[src/mouse_pkg.sv]
/*
 * Shared types and constants for the PS/2 mouse receiver.
 * Report carries two buttons and 9-bit signed movement only.
 * Middle button, overflow bits and wheel data are not decoded.
 */
`default_nettype none

package mouse_pkg;

    // one movement packet: three 11-bit characters
    localparam int unsigned FRAME_BITS = 33;

    // host command sent once after reset
    localparam logic [7:0] CMD_ENABLE_REPORTING = 8'hF4;

    // decoded movement report, 20 bits
    typedef struct packed {
        logic              btn_left;   // byte 0 bit 0
        logic              btn_right;  // byte 0 bit 1
        logic signed [8:0] move_x;     // sign from byte 0 bit 4
        logic signed [8:0] move_y;     // sign from byte 0 bit 5
    } mouse_report_t;

    // host protocol engine states
    typedef enum logic [1:0] {
        ST_HOLD_CLK   = 2'b00, // inhibit, clock held low
        ST_SEND_CMD   = 2'b01, // shifting command out on falls
        ST_RECEIVE    = 2'b10, // collecting device frames
        ST_FRAME_DONE = 2'b11  // one-cycle frame strobe
    } host_state_t;

endpackage

`default_nettype wire
[src/ps2_line_if.sv]
/*
 * Conditioned PS/2 line signals, input side to host engine.
 * clk_fall and clk_rise are single-cycle pulses.
 * data_level is stable in the clk_fall cycle.
 */
`timescale 1ns/1ps
`default_nettype none

interface ps2_line_if;

    logic clk_level;   // debounced clock level
    logic clk_fall;    // accepted high-to-low change
    logic clk_rise;    // accepted low-to-high change
    logic data_level;  // synchronized data line

    modport sync (
        output clk_level, clk_fall, clk_rise, data_level
    );

    modport host (
        input  clk_level, clk_fall, clk_rise, data_level
    );

endinterface

`default_nettype wire

[src/ps2_mouse_top.sv]
/*
 * PS/2 mouse receiver top. PS/2 lines are split into sensed inputs and
 * pull-low enables; the board or testbench forms the wired-AND bus.
 * Defaults assume a 50 MHz system clock.
 */
`timescale 1ns/1ps
`default_nettype none

module ps2_mouse_top #(
    parameter int unsigned DEBOUNCE_CYCLES      = 16,       // ~320 ns
    parameter int unsigned INHIBIT_CYCLES       = 6000,     // 120 us, spec wants >100 us
    parameter int unsigned IDLE_TIMEOUT_CYCLES  = 30000,    // 600 us
    parameter int unsigned ACTIVITY_HOLD_CYCLES = 30000000  // 0.6 s
) (
    input  logic              i_clk,
    input  logic              i_rst_n,
    input  logic              i_ps2_clk,
    input  logic              i_ps2_data,
    output logic              o_ps2_clk_pull,
    output logic              o_ps2_data_pull,
    output logic              o_button_left,
    output logic              o_button_right,
    output logic signed [8:0] o_movement_x,
    output logic signed [8:0] o_movement_y,
    output logic              o_valid,
    output logic              o_activity
);

    import mouse_pkg::*;

    ps2_line_if            line ();
    logic [FRAME_BITS-1:0] frame;
    logic                  frame_done;
    mouse_report_t         report;

    ps2_line_sync #(
        .DEBOUNCE_CYCLES (DEBOUNCE_CYCLES)
    ) sync0 (
        .i_clk      (i_clk),
        .i_rst_n    (i_rst_n),
        .i_ps2_clk  (i_ps2_clk),
        .i_ps2_data (i_ps2_data),
        .line       (line.sync)
    );

    ps2_mouse_host #(
        .INHIBIT_CYCLES      (INHIBIT_CYCLES),
        .IDLE_TIMEOUT_CYCLES (IDLE_TIMEOUT_CYCLES)
    ) host0 (
        .i_clk           (i_clk),
        .i_rst_n         (i_rst_n),
        .line            (line.host),
        .o_ps2_clk_pull  (o_ps2_clk_pull),
        .o_ps2_data_pull (o_ps2_data_pull),
        .o_frame         (frame),
        .o_frame_done    (frame_done)
    );

    mouse_report_decoder #(
        .ACTIVITY_HOLD_CYCLES (ACTIVITY_HOLD_CYCLES)
    ) dec0 (
        .i_clk        (i_clk),
        .i_rst_n      (i_rst_n),
        .i_frame      (frame),
        .i_frame_done (frame_done),
        .o_report     (report),
        .o_valid      (o_valid),
        .o_activity   (o_activity)
    );

    // flatten report onto plain pins
    assign o_button_left  = report.btn_left;
    assign o_button_right = report.btn_right;
    assign o_movement_x   = report.move_x;
    assign o_movement_y   = report.move_y;

endmodule

`default_nettype wire

[src/mouse_report_decoder.sv]
/*
 * Checks start, stop and odd parity of all three bytes of a frame.
 * Report only updates for frames that pass; rejected frames keep the old one.
 * o_activity stays high ACTIVITY_HOLD_CYCLES after any frame, good or bad.
 */
`timescale 1ns/1ps
`default_nettype none

module mouse_report_decoder #(
    parameter int unsigned ACTIVITY_HOLD_CYCLES = 30000000
) (
    input  logic                             i_clk,
    input  logic                             i_rst_n,
    input  logic [mouse_pkg::FRAME_BITS-1:0] i_frame,
    input  logic                             i_frame_done,
    output mouse_pkg::mouse_report_t         o_report,
    output logic                             o_valid,
    output logic                             o_activity
);

    import mouse_pkg::*;

    localparam int unsigned ACT_W = $clog2(ACTIVITY_HOLD_CYCLES + 1);

    logic             frame_ok;
    mouse_report_t    report_d;
    logic [ACT_W-1:0] act_cnt; // saturates at the hold value

    // characters start at bits 0, 11 and 22
    // each holds start, 8 data, parity and stop
    assign frame_ok = !i_frame[0] && !i_frame[11] && !i_frame[22]
                   && i_frame[10] && i_frame[21] && i_frame[FRAME_BITS-1]
                   && (^i_frame[9:1])    // data plus parity must be odd
                   && (^i_frame[20:12])
                   && (^i_frame[31:23]);

    always_comb begin
        report_d.btn_left  = i_frame[1];  // byte 0 bit 0
        report_d.btn_right = i_frame[2];  // byte 0 bit 1
        report_d.move_x    = {i_frame[5], i_frame[19:12]}; // sign bit and byte 1
        report_d.move_y    = {i_frame[6], i_frame[30:23]}; // sign bit and byte 2
    end

    always_ff @(posedge i_clk or negedge i_rst_n) begin
        if (!i_rst_n) begin
            o_report <= '0;
            o_valid  <= 1'b0;
        end else begin
            o_valid <= i_frame_done && frame_ok;
            if (i_frame_done && frame_ok) begin
                o_report <= report_d;
            end
        end
    end

    // restarts on every frame and stops at the hold value
    always_ff @(posedge i_clk or negedge i_rst_n) begin
        if (!i_rst_n) begin
            act_cnt <= ACT_W'(ACTIVITY_HOLD_CYCLES);
        end else if (i_frame_done) begin
            act_cnt <= '0;
        end else if (act_cnt != ACT_W'(ACTIVITY_HOLD_CYCLES)) begin
            act_cnt <= act_cnt + 1'b1;
        end
    end

    assign o_activity = (act_cnt != ACT_W'(ACTIVITY_HOLD_CYCLES));

    // a good frame always shows as activity too
    a_valid_active: assert property (@(posedge i_clk) disable iff (!i_rst_n)
        o_valid |-> o_activity);

endmodule

`default_nettype wire

[src/ps2_mouse_host.sv]
/*
 * PS/2 host engine. Sends 0xF4 once after reset, then shifts in 33-bit frames.
 * Device acknowledge and 0xFA reply are not checked; the idle timeout
 * drops any partial frame they leave behind.
 * Pull outputs are open-drain enables, high means drive the line low.
 */
`timescale 1ns/1ps
`default_nettype none

module ps2_mouse_host #(
    parameter int unsigned INHIBIT_CYCLES      = 6000,
    parameter int unsigned IDLE_TIMEOUT_CYCLES = 30000
) (
    input  logic                            i_clk,
    input  logic                            i_rst_n,
    ps2_line_if.host                        line,
    output logic                            o_ps2_clk_pull,
    output logic                            o_ps2_data_pull,
    output logic [mouse_pkg::FRAME_BITS-1:0] o_frame,
    output logic                            o_frame_done
);

    import mouse_pkg::*;

    localparam int unsigned CNT_MAX = (INHIBIT_CYCLES > IDLE_TIMEOUT_CYCLES) ?
                                      INHIBIT_CYCLES : IDLE_TIMEOUT_CYCLES;
    localparam int unsigned CNT_W   = $clog2(CNT_MAX + 1);
    localparam int unsigned BIT_W   = $clog2(FRAME_BITS);

    // start 0, data LSB first, odd parity
    // the stop bit comes from releasing data
    localparam logic [9:0] CMD_BITS = {~(^CMD_ENABLE_REPORTING),
                                       CMD_ENABLE_REPORTING, 1'b0};

    host_state_t             state;
    logic [CNT_W-1:0]        cyc_cnt;   // inhibit time and later idle gap
    logic [BIT_W-1:0]        bit_cnt;
    logic [FRAME_BITS-1:0]   shreg;     // command out and frames in
    logic [FRAME_BITS-1:0]   frame_q;   // last complete frame
    logic                    last_bit;

    assign last_bit = (bit_cnt == BIT_W'(FRAME_BITS - 1));

    always_ff @(posedge i_clk or negedge i_rst_n) begin
        if (!i_rst_n) begin
            state   <= ST_HOLD_CLK;
            cyc_cnt <= '0;
            bit_cnt <= '0;
            shreg   <= '0;
        end else begin
            case (state)
                ST_HOLD_CLK: begin
                    if (cyc_cnt == CNT_W'(INHIBIT_CYCLES - 1)) begin
                        state   <= ST_SEND_CMD;
                        cyc_cnt <= '0;
                        bit_cnt <= '0;
                        shreg   <= FRAME_BITS'(CMD_BITS); // start bit on [0]
                    end else begin
                        cyc_cnt <= cyc_cnt + 1'b1;
                    end
                end
                ST_SEND_CMD: begin
                    if (line.clk_fall) begin
                        if (bit_cnt == BIT_W'(9)) begin
                            state   <= ST_RECEIVE; // tenth fall releases data
                            bit_cnt <= '0;
                            cyc_cnt <= '0;
                        end else begin
                            shreg   <= {1'b0, shreg[FRAME_BITS-1:1]};
                            bit_cnt <= bit_cnt + 1'b1;
                        end
                    end
                end
                ST_RECEIVE: begin
                    if (line.clk_fall) begin
                        shreg   <= {line.data_level, shreg[FRAME_BITS-1:1]}; // LSB first
                        cyc_cnt <= '0;
                        if (last_bit) begin
                            state   <= ST_FRAME_DONE;
                            bit_cnt <= '0;
                        end else begin
                            bit_cnt <= bit_cnt + 1'b1;
                        end
                    end else if (cyc_cnt == CNT_W'(IDLE_TIMEOUT_CYCLES - 1)) begin
                        bit_cnt <= '0; // long gap drops the partial frame
                    end else begin
                        cyc_cnt <= cyc_cnt + 1'b1;
                    end
                end
                ST_FRAME_DONE: begin
                    state   <= ST_RECEIVE;
                    cyc_cnt <= '0;
                end
                default: state <= ST_HOLD_CLK;
            endcase
        end
    end

    // captured on the 33rd fall and held until the next frame
    always_ff @(posedge i_clk) begin
        if (state == ST_RECEIVE && line.clk_fall && last_bit) begin
            frame_q <= {line.data_level, shreg[FRAME_BITS-1:1]};
        end
    end

    assign o_frame         = frame_q;
    assign o_frame_done    = (state == ST_FRAME_DONE);
    assign o_ps2_clk_pull  = (state == ST_HOLD_CLK);         // inhibit
    assign o_ps2_data_pull = (state == ST_SEND_CMD) && !shreg[0]; // 1 bits float high

    // frame output only moves together with its strobe
    a_frame_hold: assert property (@(posedge i_clk) disable iff (!i_rst_n)
        $changed(o_frame) |-> o_frame_done);

    // inhibit happens once after reset and the clock is never pulled again
    a_clk_once: assert property (@(posedge i_clk) disable iff (!i_rst_n)
        !o_ps2_clk_pull |=> !o_ps2_clk_pull);

    // edge pulses agree with the debounced level from the line side
    a_edge_level: assert property (@(posedge i_clk) disable iff (!i_rst_n)
        (line.clk_fall |-> !line.clk_level) and (line.clk_rise |-> line.clk_level));

endmodule

`default_nettype wire

[src/ps2_line_sync.sv]
/*
 * Two-flop synchronizers on both PS/2 lines, debounce on the clock.
 * Clock level follows the raw line only after DEBOUNCE_CYCLES stable cycles,
 * so shorter glitches never produce an edge pulse.
 */
`timescale 1ns/1ps
`default_nettype none

module ps2_line_sync #(
    parameter int unsigned DEBOUNCE_CYCLES = 16
) (
    input  logic     i_clk,
    input  logic     i_rst_n,
    input  logic     i_ps2_clk,   // sensed clock line
    input  logic     i_ps2_data,  // sensed data line
    ps2_line_if.sync line
);

    localparam int unsigned DB_W = $clog2(DEBOUNCE_CYCLES + 1);

    logic [1:0]      clk_sync;    // [1] is the usable stage
    logic [1:0]      data_sync;
    logic [DB_W-1:0] db_cnt;      // consecutive cycles raw != level
    logic            clk_level;
    logic            clk_fall;
    logic            clk_rise;

    // lines idle high so the sync chain resets to 1
    always_ff @(posedge i_clk or negedge i_rst_n) begin
        if (!i_rst_n) begin
            clk_sync  <= 2'b11;
            data_sync <= 2'b11;
        end else begin
            clk_sync  <= {clk_sync[0], i_ps2_clk};
            data_sync <= {data_sync[0], i_ps2_data};
        end
    end

    always_ff @(posedge i_clk or negedge i_rst_n) begin
        if (!i_rst_n) begin
            clk_level <= 1'b1;
            db_cnt    <= '0;
            clk_fall  <= 1'b0;
            clk_rise  <= 1'b0;
        end else begin
            clk_fall <= 1'b0; // pulses by default
            clk_rise <= 1'b0;
            if (clk_sync[1] == clk_level) begin
                db_cnt <= '0; // short glitch restarts the count
            end else if (db_cnt == DB_W'(DEBOUNCE_CYCLES - 1)) begin
                db_cnt    <= '0;
                clk_level <= clk_sync[1];  // accept new level
                clk_fall  <= !clk_sync[1];
                clk_rise  <= clk_sync[1];
            end else begin
                db_cnt <= db_cnt + 1'b1;
            end
        end
    end

    assign line.clk_level  = clk_level;
    assign line.clk_fall   = clk_fall;
    assign line.clk_rise   = clk_rise;
    assign line.data_level = data_sync[1]; // same 2-flop delay as clock

    // an accepted edge needs the new raw level for the whole debounce time
    a_edge_debounced: assert property (@(posedge i_clk) disable iff (!i_rst_n)
        (line.clk_fall || line.clk_rise) |->
            $past(clk_sync[1], DEBOUNCE_CYCLES) == line.clk_level);

endmodule

`default_nettype wire

[config.mk]
export PLATFORM = sky130hd
export DESIGN_NAME = ps2_mouse_top
export DESIGN_NICKNAME = d
export VERILOG_FILES = /design/src/mouse_pkg.sv /design/src/ps2_line_if.sv /design/src/ps2_mouse_top.sv /design/src/mouse_report_decoder.sv /design/src/ps2_mouse_host.sv /design/src/ps2_line_sync.sv
export SDC_FILE = /design/constraint.sdc
export NUM_CORES = 1
export LEC_CHECK = 0
export ABC_AREA = 1
export BUFFER_PORTS_ARGS = -buffer_cell sky130_fd_sc_hd__buf_2
export CORE_MARGIN = 2
export CORE_UTILIZATION = 41
export DETAILED_ROUTE_END_ITERATION = 8
export PLACE_DENSITY = 0.66
export RECOVER_POWER = 100
export SLEW_MARGIN = 10
export SYNTH_ARGS = -nofsm -noshare
export SYNTH_HDL_FRONTEND = slang
export SYNTH_SLANG_ARGS = --single-unit
[constraint.sdc]
create_clock -name i_clk -period 2.7 [get_ports i_clk]
set_input_delay 0.27 -clock i_clk [delete_from_list [all_inputs] [get_ports i_clk]]
set_output_delay 0.27 -clock i_clk [all_outputs]
set_load 0.01 [all_outputs]
Yosys cells after proc, flatten, opt, wreduce, memory -nomap -nowiden
Cells that the tools add are included.
- bits in registers: 146
- bits of input ports: 4
- output and inout port bits: 24
- logic and storage cells: 97
- add/sub/neg operators: 4
- equality and inequality tests: 18
- muxes and demuxes: 30
- bitwise logic cells: 1
- reductions and logical operators: 28
- operators by type and width (cell ; number):
    $mux W33 ; 4
    $pmux W33 S3 ; 1
    $mux W15 ; 5
    $pmux W15 S4 ; 1
    $mux W25 ; 2
    $mux W6 ; 6
    $reduce_xor A9 Y1 ; 3
    $add A25 B1 Y25 const B ; 1
    $ne A25 B25 Y1 const B ; 1
    $pmux W6 S3 ; 1
    $add A15 B1 Y15 const B ; 1
    $eq A15 B13 Y1 const B ; 1
    $eq A15 B15 Y1 const B ; 1
    $logic_and A1 B1 Y1 ; 12
    $mux W2 ; 5
    $mux W5 ; 2
    $reduce_and A5 Y1 ; 2
    $pmux W2 S4 ; 1
    $add A6 B1 Y6 const B ; 1
    $eq A6 B4 Y1 const B ; 1
    $eq A6 B6 Y1 const B ; 1
    $ne A2 B1 Y1 const B ; 3
    $ne A2 B2 Y1 const B ; 3
    $add A5 B1 Y5 const B ; 1
    other kinds (15) ; 21

Longest topological paths before layout
Gate-level depths: netlist (run 1).
- depth in word-level cells: 10
- depth in mapped cells: 14
- depth with buffers taken out: 13

Modules after synthesis
Synthesis (run 1) repeated with hierarchy kept, for this count alone.
- cells, all modules: 982
- area total of the unflattened synthesis: 7622.3 µm²
- modules (own cells, without submodules) (module ; instances ; cells an instance ; area an instance (µm²) ; seq. area each (µm²)):
    ps2_mouse_host ; 1 ; 531 ; 4388.0 ; 2392.3
    mouse_report_decoder ; 1 ; 409 ; 2787.7 ; 1163.6
    ps2_line_sync ; 1 ; 42 ; 446.7 ; 306.5

Least setup slack after synthesis (run 1)
Ideal clock, no wire load.
- kind: reg2reg
- from: register host0.state[0]
- to: register host0.frame_q[0], in the netlist host0.o_frame[0], enable pin
- library setup time: 0.423 ns
- arrival: 2.251 ns
- required time: 2.277 ns
- slack: 0.026 ns
- stages on the path, launching flop included: 6
- path buffers: 1
- clock period less this slack: 2.674 ns
- cells stage by stage: dfrtp_1 inv_1 ha_1 buf_4 nand2_1 nor2_1
- word-level cells in the longest chain between the ends: 3
- ends and longest elaborated chain (item ; line ; RTL):
    start, declared ; ps2_mouse_host.sv:35 ; host_state_t state;
    start signal, assigned ; ps2_mouse_host.sv:46 ; state <= ST_HOLD_CLK;
    start signal, assigned ; ps2_mouse_host.sv:54 ; state <= ST_SEND_CMD;
    start signal, assigned ; ps2_mouse_host.sv:65 ; state <= ST_RECEIVE;
    $eq A2 B2 Y1 ; ps2_mouse_host.sv:101 ; if (state == ST_RECEIVE && line.clk_fall && last_bit) begin
    $logic_and A1 B1 Y1 (2 in a row) ; ps2_mouse_host.sv:101 ;
    end signal, assigned ; ps2_mouse_host.sv:102 ; frame_q <= {line.data_level, shreg[FRAME_BITS-1:1]};
    end, declared ; ps2_mouse_host.sv:39 ; logic [FRAME_BITS-1:0] frame_q;
Every way passes these cells.
A chain may end at the register's enable or synchronous reset.

Worst setup path after layout (run 1)
- from: register host0.state[0]
- to: register host0.cyc_cnt[10]
- word-level cells in the longest chain between the ends: 3
- elaborated cells between the ends (all ways): 9
- those cells by class: 6 x eq/ne; 1 x mux; 2 x reduce/logical
- ends and longest elaborated chain (item ; line ; RTL):
    $eq A2 B2 Y1 or $eq A2 B1 Y1 (tied branches) ; ps2_mouse_host.sv:51 ; case (state)
    $ne A3 B3 Y1 (no line) (tied with other cells) ; n/a ;
    $reduce_and A3 Y1 (no line) ; n/a ;
    end signal, assigned ; ps2_mouse_host.sv:59 ; cyc_cnt <= cyc_cnt + 1'b1;
    end signal, assigned ; ps2_mouse_host.sv:87 ; cyc_cnt <= cyc_cnt + 1'b1;
    end, declared ; ps2_mouse_host.sv:36 ; logic [CNT_W-1:0] cyc_cnt;
Several ways; a longest one is shown, not always the timed one.

==> results.toml, run 1 <==
[run_status]
status = "complete, no violations"

[timing]
finalHoldViolations = 0
period_share = 0.879
rsz0062_at_grt = "false"
slew_violations = 0
fin_setup_tns_ns = 0
worstMarginPinSlew_ns = 1.01
finalSetupViolCount = 0
relSlewSlack = 0.329
min_period_ns = 2.37
finalClockSkew_ns = 0.0128
max_freq_mhz = 421
timing.final.ws_setup_ns = 0.327

[job]
max_cap_viol_count = 0

[cells_and_area]
syn2layout_area_growth_pct = 11.0
layout-drive-gt1-share = 0.0860
final_nets = 887
num_antenna_cells = 0

[worst_hold_path]
hold_class = "flop to flop"
min_to = "sync0.clk_sync[1]"
min-delay-start = "sync0.clk_sync[0]"
whs_path_depth = 0

[logic_synthesis]
synthXorXnorAreaFrac = 0.0160
synth.area.mux_share = 0
synth-seq-area-share = 0.538
avgSynthCellArea_um2 = 8.52
synthAdderAreaFrac = 0.0210
synth_top_family_by_area = "simple AND/OR/NAND/NOR gates"
synthesis.area_um2 = 7140
synth_cell_types = 40
yosys.area_share.simple = 0.281
ys_ff_latch = 146
synth.top_cell.area_share = 0.344
syn_inst = 838
synth_area_leaders = "dfrtp_1 (34%), nand2_1 (14%), edfxtp_1 (14%), dfstp_2 (5.5%), nor2_1 (4.3%)"
syn-num-nets = 854
ys_warn_count = 0
synth_compound_area_frac = 0.0755
yosysTopAreaCell = "dfrtp_1"

[floorplanning]
dieWidth_um = 136
num_rows = 48
die_h_um = 136
dieArea_um2 = 18500
start_util = 0.416
coreArea_um2 = 17200
ios = 28

[global_route]
grt_pass1_vias = 5056
overflow = 0
grt_max_degree = 77
grt_pass1_wl_mm = 23.1
antenna_found_initial = 0
track_usage = 0.156

[critical_path]
rr_endpoint = "host0.cyc_cnt[10]"
regToRegStartpoint = "host0.state[0]"
path_max_fanout = 11
crit_type = "flop to flop"
cp-end-kind = "flop"
cp-start-kind = "flop"
crit_arrival_ns = 2.72
r2r_slack_ns = 0.33
reg2reg_depth = 10
required_ns = 3.04

[pwr]
finalPower_w = 0.00455
p_leak_nw = 3.67
power-per-cell-area_nw_per_um2 = 574
peakVddDrop_mv = 0.462

[placed_design]
place_congestion = 0.855
hpwl_mm = 9.08
port_buffers = 27
post-place-ws_ns = 0.339

[clocking]
insertion_delay_ns = 0.43
cts_buffers = 17
clkSlewWorstSetupHoldPaths_ns = 0.06
cts-root-buf = "clkbuf_16"
cts_buffer_depth = 2
htreeDepth = 4
cts_tree = "built"
clock_sinks = 146
post-cts-setup-buffers = 0

[routing]
wirelength_mm = 13.0
route.vias.total = 5327
drt_iter0_drc = 282
drc = 0
antenna_left = 0
wire_per_inst_um = 11.7
first_pass_iters = 6
viasPerCell = 4.80
synthesized netlist by cell type:
cell	instances
nand3_2	1
nor2_2	7
xnor2_1	4
clkbuf_1	3
nand2_1	271
o21ai_0	42
or2_2	1
nand3_1	52
a31oi_1	2
inv_2	7
buf_4	3
ha_1	12
o21a_1	1
a21oi_1	24
o211a_1	1
nor3_2	2
nand2_4	1
o21ai_1	7
o21bai_1	2
dfstp_2	15
o21ai_2	8
inv_1	79
a21boi_1	2
nand4_1	18
nor3b_1	1
nor4_1	6
nor2_4	4
nand3b_1	2
a21oi_2	5
nor3_1	10
edfxtp_1	33
dfrtp_1	98
nand3_4	1
buf_2	7
xor2_1	9
and2_1	1
nor4b_1	1
buf_6	9
nor2_1	81
nand2_2	5
flip-flops by register name (all words and copies together) (netlist names), 5 cells and up:
signal and count:
dec0.act_cnt 25, host0.cyc_cnt 15, host0.bit_cnt 6, host0.o_frame 33
host0.shreg 33, dec0.o_report 20, sync0.db_cnt 5
report_power, final:
part / switching (W) / internal, W
combinational: 0.0000364 / 0.00000870
sequential: 0.00000406 / 0.00226
clock: 0.00102 / 0.00122
kinds of logic (layout without fill, tap and decap cells):
logic type	after synthesis	count (layout)
simple gates	465	465
flops	146	146
buf+inv	108	154
compound gates	94	94
xor+xnor	13	13
fa+ha+maj	12	12
worst max path at each step:
stage                     slack [ns]  depth (start not counted)           endpoint           start
final                           0.33                         10  host0.cyc_cnt[10]  host0.state[0]
after CTS                       0.32                         10   dec0.o_report[8]  host0.state[1]
after global placement          0.35                         10  dec0.o_report[14]  host0.state[1]
after global routing            0.01                         10  host0.cyc_cnt[10]  host0.state[0]
after detailed placement        0.34                         10   dec0.o_report[9]  host0.state[1]
after floorplan                 0.03                          5   host0.o_frame[0]  host0.state[0]
critical path, cell delays in order, from the launching register on:
cell and delay (ns):
dfrtp_1 0.40, inv_1 0.13, ha_1 0.36, inv_1 0.07, nor2_1 0.25, nand3_4 0.14
nand2_1 0.26, inv_1 0.11, nand2_2 0.19, o21ai_0 0.18, a21boi_0 0.20
final cells by class:
cell class	count	area [um^2]
fillers	1693	9250
flip-flops and latches	146	3840
multi-input cells	584	2740
clock buffers	17	425
inverters	86	323
well taps	225	282
repair buffers	36	178
clock inverters	15	140
timing repair:
action / 4_1_cts / 5_1_grt
hold endpoints to repair: 34 / 0
resized for setup: 0 / 0
hold buffers: 3 / 0
metal layers:
metal,routed length (um),track usage
met3,437,0.0354
met2,6000,0.252
met5,0,0
met4,196,0.0631
met1,6390,0.204
cell usage in the layout (no fill, tap or decap), drive strengths merged, types with 2 or more instances in the layout:
cell         synthesis  routed
a31oi                2       2
nand3               54      54
clkbuf               3      45
nand4               18      18
dlygate4sd3          0       3
inv                 86      95
o21bai               2       2
nor3                12      12
dfstp               15      15
clkinv               0       3
edfxtp              33      33
nand3b               2       2
clkinvlp             0       3
nor4                 6       6
nor2                92      92
buf                 19       5
dfrtp               98      98
o21ai               57      57
nand2              277     277
a21oi               29      29
xnor2                4       4
xor2                 9       9
ha                  12      12
a21boi               2       2
metrics by stage:
step	hold slack [ns]	util	cells	area, um^2
floorplan	-0.0256	-	838	7140
global placement	0.277	0.434	1074	7460
detailed placement	0.280	0.434	1074	7460
CTS	0.357	0.469	1109	8060
global route	0.366	0.461	1109	7930
finish	0.361	0.461	1109	7930
No activity file was read; power rests on OpenSTA's default activity.
==> run 2, diff against run 1 <==
--- a/config.mk
+++ b/config.mk
@@ -8,9 +8,10 @@
 export ABC_AREA = 1
 export BUFFER_PORTS_ARGS = -buffer_cell sky130_fd_sc_hd__buf_2
 export CORE_MARGIN = 2
-export CORE_UTILIZATION = 41
+export CORE_UTILIZATION = 55
 export DETAILED_ROUTE_END_ITERATION = 8
-export PLACE_DENSITY = 0.66
+export GPL_TIMING_DRIVEN = 0
+export PLACE_DENSITY = 0.82
 export RECOVER_POWER = 100
 export SLEW_MARGIN = 10
 export SYNTH_ARGS = -nofsm -noshare
==> run 2 against run 1 <==
Net effect: critical path depth down 6; cell count is 3.2% lower; first-iteration DRC count grew 53%; clock skew down 0.0065 ns; maximum frequency shrank 1.7%; power up 1.8%; setup slack got worse by 0.041 ns; non-clock buffer count is 17 higher.
==> results.toml, run 2 (synthesis results as in run 1) <==
[floorplanning]
coreArea_um2 = 12700
dieArea_um2 = 13900
num_rows = 41
die_h_um = 118
dieWidth_um = 118
ios = 28
start_util = 0.563

[cells_and_area]
final_common_cell = "nand2_1"
fin_util = 0.632
fillers = 1058
multi_input_comb_area_um2 = 2750
seqCellArea_um2 = 3840
num_antenna_cells = 0
final_nets = 904
layout-drive-gt1-share = 0.0966
mostFrequentLayoutCells = "nand2_1 (274), dfrtp_1 (98), nor2_1 (82), inv_1 (81), nand3_1 (53)"
syn2layout_area_growth_pct = 12.1

[placed_design]
place_congestion = 0.882
port_buffers = 27
hpwl_mm = 9.19
post-place-ws_ns = 0.601

[critical_path]
cp-start-kind = "flop"
max_stage_delay_ns = 0.63
path_max_fanout = 6
crit_chain = "nand2_1, nor4b_1, nand4_1, clkbuf_1"
crit_slowest_cell = "dfstp_1"
required_ns = 2.43
crit_arrival_ns = 2.14
cp-end-kind = "primary output"
crit_type = "flop to primary output"

[clocking]
post-cts-setup-buffers = 0
htreeDepth = 4
cts_tree = "built"
insertion_delay_ns = 0.42
clkSlewWorstSetupHoldPaths_ns = 0.06
clock_sinks = 146
cts_buffers = 17
cts-root-buf = "clkbuf_16"
cts_buffer_depth = 2

[pwr]
p_leak_nw = 3.73
power-per-cell-area_nw_per_um2 = 579
peakVddDrop_mv = 0.372

[timing]
relSlewSlack = 0.210
finalClockSkew_ns = 0.00633
finalHoldViolations = 0
min_period_ns = 2.41
max_freq_mhz = 414
period_share = 0.894
timing.final.ws_setup_ns = 0.285
slew_violations = 0
fin_setup_tns_ns = 0
rsz0062_at_grt = "false"
finalSetupViolCount = 0
worstMarginPinSlew_ns = 1.19

[run_status]
status = "complete, no violations"

[global_route]
antenna_found_initial = 0
grt.met1_usage = 0.284
grt_pass1_vias = 5294
overflow = 0
grtUsageMet2 = 0.340
track_usage = 0.212
grt-busiest-layer = "met2"
grt_pass1_wl_mm = 24.2
grt_max_degree = 69
grtUsageMet3 = 0.0397

[routing]
wire_per_inst_um = 12.6
route.vias.total = 5528
drc = 0
first_pass_iters = 6
wirelength_mm = 13.5
drt_iter0_drc = 432
viasPerCell = 5.15
antenna_left = 0

[worst_hold_path]
hold_class = "flop to flop"

[job]
max_cap_viol_count = 0
## run 2: per-stage QoR
| stage | hold WS, ns | area [um^2] | cells | total power (W) |
|---|---|---|---|---|
| detailed placement | 0.228 | 7530 | 1038 | 0.00235 |
| floorplan | -0.0256 | 7140 | 838 | 0.00231 |
| CTS | 0.347 | 8140 | 1073 | 0.00466 |
| global placement | 0.346 | 7490 | 1037 | 0.00235 |
| finish | 0.360 | 8000 | 1073 | 0.00463 |
| global route | 0.362 | 8000 | 1073 | 0.00477 |
## run 2: power breakdown
group / leakage (nW) / switching, W / internal, W
Clock: 0.273 / 0.000948 / 0.00137
Sequential: 1.72 / 0.00000384 / 0.00226
Combinational: 1.74 / 0.0000372 / 0.0000122
Total: 3.73 / 0.000989 / 0.00364
## run 2: path summary, 6_finish.rpt
check / start / end / slack, ns / depth (start not counted)
max: dec0.act_cnt[15] / o_activity / 0.29 / 4
min: sync0.data_sync[0] / sync0.data_sync[1] / 0.36 / 0
max reg2reg: host0.state[1] / host0.shreg[1] / 0.40 / 10
min reg2reg: sync0.data_sync[0] / sync0.data_sync[1] / 0.36 / 0
max in group asynchronous: i_rst_n / sync0.data_sync[0] / 1.14 / 3
min in group asynchronous: i_rst_n / dec0.act_cnt[2] / 0.62 / 2
## run 2: metal layers
metal | share of wire | vias to the layer above
met1 | 0.46 | 2575
met3 | 0.041 | 19
li1 | - | 2811
met2 | 0.48 | 123
met5 | 0 | -
met4 | 0.018 | 0
## run 2: layout make-up
class,count,share of cell area
flip-flops and latches,146,0.480
multi-input cells,584,0.344
clock buffers,18,0.0536
inverters,86,0.0403
well taps,172,0.0269
repair buffers,31,0.0203
clock inverters,14,0.0192
plain buffers,22,0.0161
## run 2: what timing repair did
action | CTS | global route
hold buffers | 3 | 0
resized for setup | 0 | 0
hold endpoints to repair | 38 | 0
## run 2: critical path, delay by kind of cell, from the launching register on
kind / cells / cell delay, ns
flip-flops: 1 / 0.63
AND/OR/NAND/NOR: 3 / 0.89
buffers and inverters: 1 / 0.21
==> run 3, diff against run 2 <==
--- a/config.mk
+++ b/config.mk
@@ -11,6 +11,7 @@
 export CORE_UTILIZATION = 55
 export DETAILED_ROUTE_END_ITERATION = 8
 export GPL_TIMING_DRIVEN = 0
+export MAX_ROUTING_LAYER = met4
 export PLACE_DENSITY = 0.82
 export RECOVER_POWER = 100
 export SLEW_MARGIN = 10
==> run 3 against run 2 <==
Net effect: largest cell class unchanged; routed wire length rose by 0.65%; clock skew barely moved; first-iteration DRC count fell by 1.2%; setup slack improved by 0.015 ns; clock power barely moved; sequential cell count did not move; power barely moved; non-clock buffer count did not move; critical path type unchanged; sequential power barely moved.
==> results.toml, run 3 (synthesis results as in run 1) <==
[run_status]
status = "complete, no violations"

[cells_and_area]
final_nets = 904
fin_area_um2 = 8000
fin_util = 0.632
final_common_cell = "nand2_1"
layout-drive-gt1-share = 0.0966
mostFrequentLayoutCells = "nand2_1 (274), dfrtp_1 (98), nor2_1 (82), inv_1 (81), nand3_1 (53)"
syn2layout_area_growth_pct = 12.1
fillers = 1058
num_antenna_cells = 0

[critical_path]
cp-end-kind = "primary output"
max_stage_delay_ns = 0.62
crit_slowest_cell = "dfstp_1"
critPathBufInv = 1
path_max_fanout = 6
crit_family = "simple AND/OR/NAND/NOR gates"
crit_type = "flop to primary output"
crit_arrival_ns = 2.13
r2r_slack_ns = 0.36
required_ns = 2.43
crit_chain = "nand2_1, nor4b_1, nand4_1, clkbuf_1"
cp-start-kind = "flop"

[pwr]
p_sw_frac = 0.213
seq_power_share = 0.489
p_switching_w = 0.000987
internal-power_w = 0.00364
p_clk_frac = 0.501
power-per-cell-area_nw_per_um2 = 579
pwr-share-comb = 0.011
peakVddDrop_mv = 0.371
p_leak_nw = 3.73
finalPower_w = 0.00463

[placed_design]
port_buffers = 27
place_congestion = 0.897
hpwl_mm = 9.19
dpl-instance-area_um2 = 7530

[worst_hold_path]
hold_class = "flop to flop"

[routing]
first_pass_iters = 5
drt_iter0_drc = 427
drc = 0
top_layer = "met4"
dr_wl_met2_mm = 6.55
route.vias.total = 5558
met1_length_mm = 6.30
antenna_left = 0
wire_per_inst_um = 12.7
met3_length_um = 517
wirelength_mm = 13.6
viasPerCell = 5.18

[floorplanning]
start_util = 0.563
dieWidth_um = 118
num_rows = 41
ios = 28
die_h_um = 118
coreArea_um2 = 12700
dieArea_um2 = 13900

[global_route]
antenna_found_initial = 0
grt_pass1_wl_mm = 24.2
track_usage = 0.219
grt_pass1_vias = 5296
grt_max_degree = 69
overflow = 0

[timing]
relSlewSlack = 0.205
finalClockSkew_ns = 0.00626
worstMarginPinSlew_ns = 1.19
finalHoldViolations = 0
hold_slack_ns = 0.360
min_period_ns = 2.40
finalSetupViolCount = 0
rsz0062_at_grt = "false"
period_share = 0.889
slew_violations = 0
max_freq_mhz = 417

[clocking]
clock_sinks = 146
cts_buffers = 17
cts_tree = "built"
cts-root-buf = "clkbuf_16"
insertion_delay_ns = 0.42
htreeDepth = 4
cts_buffer_depth = 2
clkSlewWorstSetupHoldPaths_ns = 0.06
post-cts-setup-buffers = 0

[job]
max_cap_viol_count = 0
## run 3: final timing paths
kind | start | to | cells past startpoint
min in group asynchronous | i_rst_n | dec0.act_cnt[1] | 2
worst max-delay path | dec0.act_cnt[15] | o_activity | 4
worst max register to register | host0.state[1] | host0.bit_cnt[2] | 8
worst min-delay path | sync0.data_sync[0] | sync0.data_sync[1] | 0
worst min register to register | sync0.data_sync[0] | sync0.data_sync[1] | 0
max in group asynchronous | i_rst_n | sync0.data_sync[0] | 3
## run 3: power groups by stage
| stage | combinational [W] | sequential [W] | clock (W) |
|---|---|---|---|
| 2_1_floorplan | 0.00000688 | 0.00230 | 0 |
| 3_3_place_gp | 0.0000437 | 0.00230 | 0 |
| 3_5_place_dp | 0.0000501 | 0.00230 | 0 |
| 4_1_cts | 0.0000533 | 0.00226 | 0.00235 |
| 5_1_grt | 0.0000591 | 0.00226 | 0.00245 |
| 6_report | 0.0000494 | 0.00226 | 0.00232 |
## run 3: through the flow
step / worst slack (ns) / instances / setup TNS (ns)
2_1_floorplan: 0.0261 / 838 / 0
4_1_cts: 0.345 / 1073 / 0
3_5_place_dp: 0.601 / 1038 / 0
5_1_grt: 0.131 / 1073 / 0
6_report: 0.300 / 1073 / 0
3_3_place_gp: -0.540 / 1037 / -17.92
## run 3: layout make-up
class / instances / area (um^2) / area share
clock buffer: 18 / 429 / 0.0536
tap: 172 / 215 / 0.0269
multi-input combinational: 584 / 2750 / 0.344
clock inverter: 14 / 154 / 0.0192
buffer: 22 / 129 / 0.0161
sequential: 146 / 3840 / 0.480
timing repair buffer: 31 / 163 / 0.0203
inverter: 86 / 323 / 0.0403
## run 3: layer usage
metal,global-route usage,vias to the layer above
li1,-,2811
met1,0.286,2591
met3,0.0397,26
met5,-,-
met2,0.338,130
met4,0.0911,0
## run 3: what timing repair did
action                                 4_1_cts  5_1_grt
endpoints found under the hold margin       38        0
hold buffers                                 3        0
resized for setup                            0        0
setup endpoints to repair                    0        0
